--- src/logic/mlu_settings.svh ---
`ifndef MLU_SETTINGS_SVH
`define MLU_SETTINGS_SVH

// Number of 4-bit slices in one word
`define MLU_SLICES 4

// Word width follows from the slice count
`define MLU_WIDTH (4 * `MLU_SLICES)

// AXI4-Lite bus
`define MLU_AXI_ADDR_W 4
`define MLU_AXI_DATA_W 32

`endif

--- src/logic/mlu_pkg.sv ---
`include "mlu_settings.svh"

package mlu_pkg;

  // Slice operation codes, also the CONTROL op field
  typedef enum logic [2:0] {
    MLU_ADD  = 3'd0,
    MLU_SUB  = 3'd1,  // A + ~B + carry
    MLU_AND  = 3'd2,
    MLU_OR   = 3'd3,
    MLU_XOR  = 3'd4,
    MLU_NOT  = 3'd5,  // Only A is used
    MLU_ANOT = 3'd6,  // A and not B
    MLU_NOP  = 3'd7
  } mlu_op_e;

  // Slice output byte, seen as a table word or as flag fields
  typedef union packed {
    logic [7:0] raw;
    struct packed {
      logic       spare;   // Always 0
      logic       zero;    // Nibble is 0
      logic       gen;     // Carry generate
      logic       prop;    // Carry propagate
      logic [3:0] nibble;
    } flags;
  } mlu_slice_out_u;

  // Register map
  localparam logic [`MLU_AXI_ADDR_W-1:0] MLU_REG_A      = 'h0;
  localparam logic [`MLU_AXI_ADDR_W-1:0] MLU_REG_B      = 'h4;
  localparam logic [`MLU_AXI_ADDR_W-1:0] MLU_REG_CTRL   = 'h8;
  localparam logic [`MLU_AXI_ADDR_W-1:0] MLU_REG_RESULT = 'hC;

  localparam int MLU_CTRL_CIN_BIT  = 3;   // CONTROL carry_in
  localparam int MLU_RES_CARRY_BIT = 16;  // RESULT carry flag
  localparam int MLU_RES_ZERO_BIT  = 17;  // RESULT zero flag

  localparam logic [1:0] MLU_RESP_OKAY = 2'b00;

endpackage

--- src/logic/mlu_slice.sv ---
`timescale 1ns/100ps

module mlu_slice (
  input  logic [11:0]                addr,
  output mlu_pkg::mlu_slice_out_u    out
);
  import mlu_pkg::*;

  logic [3:0] a;
  logic [3:0] b;
  mlu_op_e    op;
  logic       c_in;

  logic [3:0] b_eff;   // B, inverted for subtract
  logic [4:0] sum5;    // A + B_eff without carry-in
  logic [3:0] nib;
  logic       prop;
  logic       gen;

  // Address word, top to bottom: carry-in, op, B, A
  assign a    = addr[3:0];
  assign b    = addr[7:4];
  assign op   = mlu_op_e'(addr[10:8]);
  assign c_in = addr[11];

  assign b_eff = (op == MLU_SUB) ? ~b : b;
  assign sum5  = {1'b0, a} + {1'b0, b_eff};

  always_comb begin
    prop = 1'b0;
    gen  = 1'b0;
    case (op)
      MLU_ADD, MLU_SUB: begin
        nib  = a + b_eff + {3'b0, c_in};
        prop = (sum5[3:0] == 4'hF);  // Passes an incoming carry on
        gen  = sum5[4];              // Carries out by itself
      end
      MLU_AND:  nib = a & b;
      MLU_OR:   nib = a | b;
      MLU_XOR:  nib = a ^ b;
      MLU_NOT:  nib = ~a;
      MLU_ANOT: nib = a & ~b;
      default:  nib = 4'h0;  // NOP
    endcase
  end

  // Packed the same way as a table entry
  assign out.raw = {1'b0, nib == 4'h0, gen, prop, nib};

endmodule

--- src/logic/mlu_carry_chain.sv ---
`timescale 1ns/100ps

module mlu_carry_chain (
  input  logic       carry_in,
  input  logic [3:0] prop,
  input  logic [3:0] gen,
  output logic [3:0] slice_carry,
  output logic       carry_out
);

  logic [3:0] p;
  logic [3:0] g;

  assign p = prop;
  assign g = gen;

  // Every carry is expanded down to carry_in, so none waits on the one below
  assign slice_carry[0] = carry_in;

  assign slice_carry[1] = g[0]
                        | (p[0] & carry_in);

  assign slice_carry[2] = g[1]
                        | (p[1] & g[0])
                        | (p[1] & p[0] & carry_in);

  assign slice_carry[3] = g[2]
                        | (p[2] & g[1])
                        | (p[2] & p[1] & g[0])
                        | (p[2] & p[1] & p[0] & carry_in);

  // One step past the top slice
  assign carry_out = g[3]
                   | (p[3] & g[2])
                   | (p[3] & p[2] & g[1])
                   | (p[3] & p[2] & p[1] & g[0])
                   | (p[3] & p[2] & p[1] & p[0] & carry_in);

endmodule

--- src/logic/mlu_word.sv ---
`timescale 1ns/100ps
`include "mlu_settings.svh"

module mlu_word (
  input  logic [`MLU_WIDTH-1:0] operand_a,
  input  logic [`MLU_WIDTH-1:0] operand_b,
  input  mlu_pkg::mlu_op_e      op,
  input  logic                  carry_in,
  output logic [`MLU_WIDTH-1:0] result,
  output logic                  carry_out,
  output logic                  zero
);
  import mlu_pkg::*;

  logic [11:0]           slice_addr [`MLU_SLICES];
  mlu_slice_out_u        slice_out  [`MLU_SLICES];
  logic [`MLU_SLICES-1:0] slice_carry;
  logic [`MLU_SLICES-1:0] slice_prop;
  logic [`MLU_SLICES-1:0] slice_gen;
  logic [`MLU_SLICES-1:0] slice_zero;

  for (genvar i = 0; i < `MLU_SLICES; i++) begin : g_slice
    // Carry from the lookahead network, not from the slice below
    assign slice_addr[i] = {slice_carry[i], op, operand_b[4*i +: 4], operand_a[4*i +: 4]};

    mlu_slice u_slice (
      .addr (slice_addr[i]),
      .out  (slice_out[i])
    );

    assign result[4*i +: 4] = slice_out[i].flags.nibble;
    assign slice_prop[i]    = slice_out[i].flags.prop;
    assign slice_gen[i]     = slice_out[i].flags.gen;
    assign slice_zero[i]    = slice_out[i].flags.zero;
  end

  mlu_carry_chain u_chain (
    .carry_in    (carry_in),
    .prop        (slice_prop),
    .gen         (slice_gen),
    .slice_carry (slice_carry),
    .carry_out   (carry_out)
  );

  assign zero = &slice_zero;  // All nibbles zero

endmodule

--- src/logic/mlu_regs.sv ---
`timescale 1ns/100ps
`include "mlu_settings.svh"

module mlu_regs (
  input  logic                         clk,
  input  logic                         rst_n,
  // Write address and data
  input  logic                         awvalid,
  output logic                         awready,
  input  logic [`MLU_AXI_ADDR_W-1:0]   awaddr,
  input  logic                         wvalid,
  output logic                         wready,
  input  logic [`MLU_AXI_DATA_W-1:0]   wdata,
  input  logic [`MLU_AXI_DATA_W/8-1:0] wstrb,
  // Write response
  output logic                         bvalid,
  input  logic                         bready,
  output logic [1:0]                   bresp,
  // Read
  input  logic                         arvalid,
  output logic                         arready,
  input  logic [`MLU_AXI_ADDR_W-1:0]   araddr,
  output logic                         rvalid,
  input  logic                         rready,
  output logic [`MLU_AXI_DATA_W-1:0]   rdata,
  output logic [1:0]                   rresp,
  // To and from the word unit
  output logic [`MLU_WIDTH-1:0]        operand_a,
  output logic [`MLU_WIDTH-1:0]        operand_b,
  output mlu_pkg::mlu_op_e             op,
  output logic                         carry_in,
  input  logic [`MLU_WIDTH-1:0]        result,
  input  logic                         carry_out,
  input  logic                         zero
);
  import mlu_pkg::*;

  logic                       wr_start;
  logic                       wr_fire;
  logic                       rd_fire;
  logic [`MLU_AXI_DATA_W-1:0] rd_word;

  // Address and data taken together, only while no response is pending
  assign wr_start = awvalid && wvalid && !awready && !bvalid;
  assign wr_fire  = awvalid && awready && wvalid && wready;
  assign rd_fire  = arvalid && arready;

  assign bresp = MLU_RESP_OKAY;
  assign rresp = MLU_RESP_OKAY;

  always_ff @(posedge clk) begin
    if (!rst_n) begin
      awready <= 1'b0;
      wready  <= 1'b0;
      bvalid  <= 1'b0;
    end else begin
      awready <= wr_start;  // One-cycle pulse
      wready  <= wr_start;
      if (wr_fire) begin
        bvalid <= 1'b1;
      end else if (bvalid && bready) begin
        bvalid <= 1'b0;
      end
    end
  end

  // Writable registers, byte strobes honoured
  always_ff @(posedge clk) begin
    if (!rst_n) begin
      operand_a <= '0;
      operand_b <= '0;
      op        <= MLU_ADD;
      carry_in  <= 1'b0;
    end else if (wr_fire) begin
      case (awaddr)
        MLU_REG_A: begin
          for (int i = 0; i < `MLU_WIDTH / 8; i++) begin
            if (wstrb[i]) operand_a[8*i +: 8] <= wdata[8*i +: 8];
          end
        end
        MLU_REG_B: begin
          for (int i = 0; i < `MLU_WIDTH / 8; i++) begin
            if (wstrb[i]) operand_b[8*i +: 8] <= wdata[8*i +: 8];
          end
        end
        MLU_REG_CTRL: begin
          if (wstrb[0]) begin  // Both fields live in byte 0
            op       <= mlu_op_e'(wdata[2:0]);
            carry_in <= wdata[MLU_CTRL_CIN_BIT];
          end
        end
        default: ;  // RESULT and holes are not writable
      endcase
    end
  end

  // Read mux, RESULT comes straight from the datapath
  always_comb begin
    rd_word = '0;
    case (araddr)
      MLU_REG_A:    rd_word[`MLU_WIDTH-1:0] = operand_a;
      MLU_REG_B:    rd_word[`MLU_WIDTH-1:0] = operand_b;
      MLU_REG_CTRL: begin
        rd_word[2:0]             = op;
        rd_word[MLU_CTRL_CIN_BIT] = carry_in;
      end
      MLU_REG_RESULT: begin
        rd_word[`MLU_WIDTH-1:0]    = result;
        rd_word[MLU_RES_CARRY_BIT] = carry_out;
        rd_word[MLU_RES_ZERO_BIT]  = zero;
      end
      default: ;  // Unmapped reads give 0
    endcase
  end

  always_ff @(posedge clk) begin
    if (!rst_n) begin
      arready <= 1'b1;
      rvalid  <= 1'b0;
    end else if (rd_fire) begin
      arready <= 1'b0;  // Hold off until data is taken
      rvalid  <= 1'b1;
    end else if (rvalid && rready) begin
      arready <= 1'b1;
      rvalid  <= 1'b0;
    end
  end

  always_ff @(posedge clk) begin
    if (rd_fire) rdata <= rd_word;  // Stable while rvalid waits
  end

endmodule

--- src/logic/mlu_top.sv ---
`timescale 1ns/100ps
`include "mlu_settings.svh"

module mlu_top (
  input  logic                         clk,
  input  logic                         rst_n,
  input  logic                         awvalid,
  output logic                         awready,
  input  logic [`MLU_AXI_ADDR_W-1:0]   awaddr,
  input  logic                         wvalid,
  output logic                         wready,
  input  logic [`MLU_AXI_DATA_W-1:0]   wdata,
  input  logic [`MLU_AXI_DATA_W/8-1:0] wstrb,
  output logic                         bvalid,
  input  logic                         bready,
  output logic [1:0]                   bresp,
  input  logic                         arvalid,
  output logic                         arready,
  input  logic [`MLU_AXI_ADDR_W-1:0]   araddr,
  output logic                         rvalid,
  input  logic                         rready,
  output logic [`MLU_AXI_DATA_W-1:0]   rdata,
  output logic [1:0]                   rresp
);
  import mlu_pkg::*;

  logic [`MLU_WIDTH-1:0] operand_a;
  logic [`MLU_WIDTH-1:0] operand_b;
  mlu_op_e               op;
  logic                  carry_in;
  logic [`MLU_WIDTH-1:0] result;
  logic                  carry_out;
  logic                  zero;

  mlu_regs u_regs (
    .clk       (clk),
    .rst_n     (rst_n),
    .awvalid   (awvalid),
    .awready   (awready),
    .awaddr    (awaddr),
    .wvalid    (wvalid),
    .wready    (wready),
    .wdata     (wdata),
    .wstrb     (wstrb),
    .bvalid    (bvalid),
    .bready    (bready),
    .bresp     (bresp),
    .arvalid   (arvalid),
    .arready   (arready),
    .araddr    (araddr),
    .rvalid    (rvalid),
    .rready    (rready),
    .rdata     (rdata),
    .rresp     (rresp),
    .operand_a (operand_a),
    .operand_b (operand_b),
    .op        (op),
    .carry_in  (carry_in),
    .result    (result),
    .carry_out (carry_out),
    .zero      (zero)
  );

  // Purely combinational datapath
  mlu_word u_word (
    .operand_a (operand_a),
    .operand_b (operand_b),
    .op        (op),
    .carry_in  (carry_in),
    .result    (result),
    .carry_out (carry_out),
    .zero      (zero)
  );

endmodule

--- config.mk ---
export PLATFORM = sky130hd
export DESIGN_NAME = mlu_top
export DESIGN_NICKNAME = d
export VERILOG_FILES = /design/src/logic/mlu_pkg.sv /design/src/logic/mlu_slice.sv /design/src/logic/mlu_carry_chain.sv /design/src/logic/mlu_word.sv /design/src/logic/mlu_regs.sv /design/src/logic/mlu_top.sv
export VERILOG_INCLUDE_DIRS = /design/src /design/src/logic
export SDC_FILE = /design/constraint.sdc
export NUM_CORES = 1
export LEC_CHECK = 0
export ABC_AREA = 1
export BUFFER_PORTS_ARGS = -buffer_cell sky130_fd_sc_hd__buf_2
export CAP_MARGIN = 5
export CORE_ASPECT_RATIO = 0.75
export CORE_MARGIN = 4
export CORE_UTILIZATION = 59
export CTS_BUF_LIST = sky130_fd_sc_hd__clkbuf_16
export DETAILED_ROUTE_END_ITERATION = 10
export GPL_TIMING_DRIVEN = 0
export PLACE_DENSITY = 0.85
export SLEW_MARGIN = 10
export SYNTH_ARGS = -nofsm -noshare
export SYNTH_HDL_FRONTEND = slang
export SYNTH_SLANG_ARGS = --single-unit
export TNS_END_PERCENT = 10
--- constraint.sdc ---
create_clock -name clk -period 11.9 [get_ports clk]
set_input_delay 0 -clock clk [delete_from_list [all_inputs] [get_ports clk]]
set_output_delay 0 -clock clk [all_outputs]
set_load 0.1 [all_outputs]
==> results.cfg <==
[run_status]
outcome = completed

[clock_network]
cts_buffers = 9
cts_sinks = 58
post_cts_buffers = 0
cts.clk_slew.worst_paths_ns = 0.05
htree_levels = 3
cts_tree = done
clk_path_buf_depth = 2
clkLatencyLatePin_ns = 0.33
root_buffer = clkbuf_16

[final_layout]
layout-drive-gt1-share = 0.145
area_growth_pct = 19.8
antenna_cells = 0
fin_nets = 860
fill_cells = 602
regArea_sq_um = 1340
multi_input_area_sq_um = 2830

[floorplan]
io_pins = 92
rows = 27
die_h_um = 85.1
die_x_um = 111
coreArea_sq_um = 7530
initial_core_util = 0.620
dieArea_sq_um = 9420

[logic_synthesis]
synthDistinctLibCells = 37
synth_top_family_by_area = simple AND/OR/NAND/NOR gates
synth.mux.area_fraction = 0
synth_seq_area_share = 0.287
syn_area_sq_um = 4670
synth_compound_area_frac = 0.148
yosys.area_share.simple = 0.259
synthAdderAreaFrac = 0.139
syn-mean-instance-area_sq_um = 7.05
synth-seq-cells = 58
syn_inst = 663
ys_warn_count = 0
synth_area_leaders = dfxtp_1 (17%), nand2_1 (12%), edfxtp_1 (12%), ha_1 (9.6%), inv_1 (6.3%)
synth_edf_count = 18
synthArstFlopShare = 0
synth.largest_area_cell = dfxtp_1
synth_xor_area_frac = 0.0450
synth_top_cell_area_share = 0.171
synth-main-ff-cell = dfxtp_1

[sta]
period_share = 0.447
rsz0062_at_grt = no
tightest_slew_ns = 0.813
setup_viol = 0
slew_viol_final = 0
period_minus_slack_ns = 5.32
fin_skew_ns = 0.00650
fin_setup_tns_ns = 0
max_freq_mhz = 188
finalHoldViolCount = 0
slew_headroom = 0.456

[worst_setup_path]
crit_required_ns = 12.06
slowest_delay_ns = 0.42
path_class = reg -> reg
start_kind = flop
cp_max_fo = 10
r2r_slack_ns = 6.58
crit_path_start = u_regs.op[1]
r2r-start = u_regs.op[1]
timing.rr.end = u_regs.rdata[17]
worst_setup_path_end_kind = flop
reg2reg_depth = 25
slowest_stage = fa_1
crit_arrival_ns = 5.48
path_common_cell = nand3_1

[drt]
drt-initial-drc-count = 546
final_antenna_net_count = 0
dr.pass1.iters = 6
wl_per_cell_um = 17.2
vias = 5038
drc = 0
routed_wl_um = 14900
viasPerCell = 5.80

[placed_design]
place.gp.congestion = 0.966
dp_hpwl_um = 10600
io_buffer_count = 54

[global_routing]
grt_remaining_overflow = 0
grt_pass1_vias = 5066
grt.total_usage = 0.317
antenna_found_initial = 1
grt_max_degree = 19
grt_pass1_wl_um = 24000

[power_and_ir_drop]
cellPowerDensity_nw_per_um2 = 98.2
vdd_ir_drop_max_mv = 0.0799
power.leakage_nw = 2.76
totalPowerFinal_mw = 0.550

[hold_path]
hold_start = wdata[1]
min_path_type = in -> reg
holdPathStages = 3
min_to = u_regs.operand_b[1]

[job]
max-cap-violations = 0
-- metal layers --
metal	vias to the layer above	part of all wire	GRT usage
met5	-	0	0
met1	2227	0.38	0.380
li1	2358	-	-
met4	0	0.037	0.149
met3	68	0.13	0.0962
met2	385	0.45	0.525
-- layout make-up --
cell class / count / area share
clock buffers: 9 / 0.0402
clock inverters: 7 / 0.0109
repair buffers: 72 / 0.0804
plain buffers: 39 / 0.0436
multi-input cells: 497 / 0.505
inverters: 86 / 0.0576
flip-flops and latches: 58 / 0.240
well taps: 101 / 0.0226
-- what timing repair did --
item,CTS,global route
endpoints found under the hold margin,19,0
gates resized for setup,0,0
hold buffers,18,0
-- critical path, delay by kind of cell, from the launching register on --
| family | cells | cell delay (ns) |
|---|---|---|
| simple gates | 15 | 2.10 |
| fa+ha+maj | 3 | 1.11 |
| buf+inv | 4 | 1.01 |
| xor+xnor | 2 | 0.34 |
| flops | 1 | 0.29 |
| compound gates | 1 | 0.28 |
-- synth_stat cells, drive strengths merged (2+ instances only) --
master	n
xor2	22
a21o	2
nand3	47
clkbuf	10
fa	10
nand3b	4
clkinv	2
inv	84
dfxtp	40
or2	3
nand2	153
xnor2	2
ha	36
o2111ai	3
nor2	59
a21oi	55
edfxtp	18
nor3	6
o221ai	11
o21ai	50
nand4	11
buf	29
-- logic make-up (layout without fill, tap and decap cells) --
group           count (synthesis)  after routing
compound gates                125            125
xor+xnor                       24             24
fa+ha+maj                      46             46
buf+inv                       125            213
flops                          58             58
other cells                     1             18
simple gates                  284            284
-- through the flow --
stage	cells	cell area (sq um)	setup slack [ns]	hold WS [ns]	util
finish	869	5600	6.58	0.00397	0.743
global route	869	5600	6.42	0.0455	0.743
CTS	869	5600	6.78	0.00340	0.743
detailed placement	835	5130	6.80	0.265	0.681
global placement	835	5130	6.89	0.251	0.681
floorplan	680	4740	7.91	0.119	-
-- registers in the layout (all words and copies together) (netlist names) --
signal and cells:
u_regs.rdata 18, u_regs.operand_a 16, u_regs.operand_b 16, u_regs.op 3
u_regs.arready 1, u_regs.awready 1, u_regs.bvalid 1, u_regs.carry_in 1
u_regs.rvalid 1
-- where the power goes --
part	total [mW]	switching (mW)	internal [mW]
sequential	0.210	0.00142	0.208
combinational	0.0899	0.0721	0.0178
clock	0.250	0.0910	0.159
total	0.550	0.165	0.385
-- worst max path at each step --
stage / endpoint
after detailed placement: u_regs.rdata[17]
after global placement: u_regs.rdata[17]
final: u_regs.rdata[17]
after CTS: u_regs.rdata[17]
after global routing: u_regs.rdata[17]
after floorplan: u_regs.rdata[17]
-- layout by cell type (no fill, tap or decap), types with 11 or more instances in the layout --
cell type,count
conb_1,18
inv_1,80
edfxtp_1,18
nand2_1,152
ha_1,36
dlygate4sd3_1,18
nand3_1,46
buf_4,20
xor2_1,22
nor2_1,56
nand4_1,11
o21ai_0,50
a21oi_1,55
dfxtp_1,40
o221ai_1,11
buf_2,60
Power figures use the tool's default switching activity.
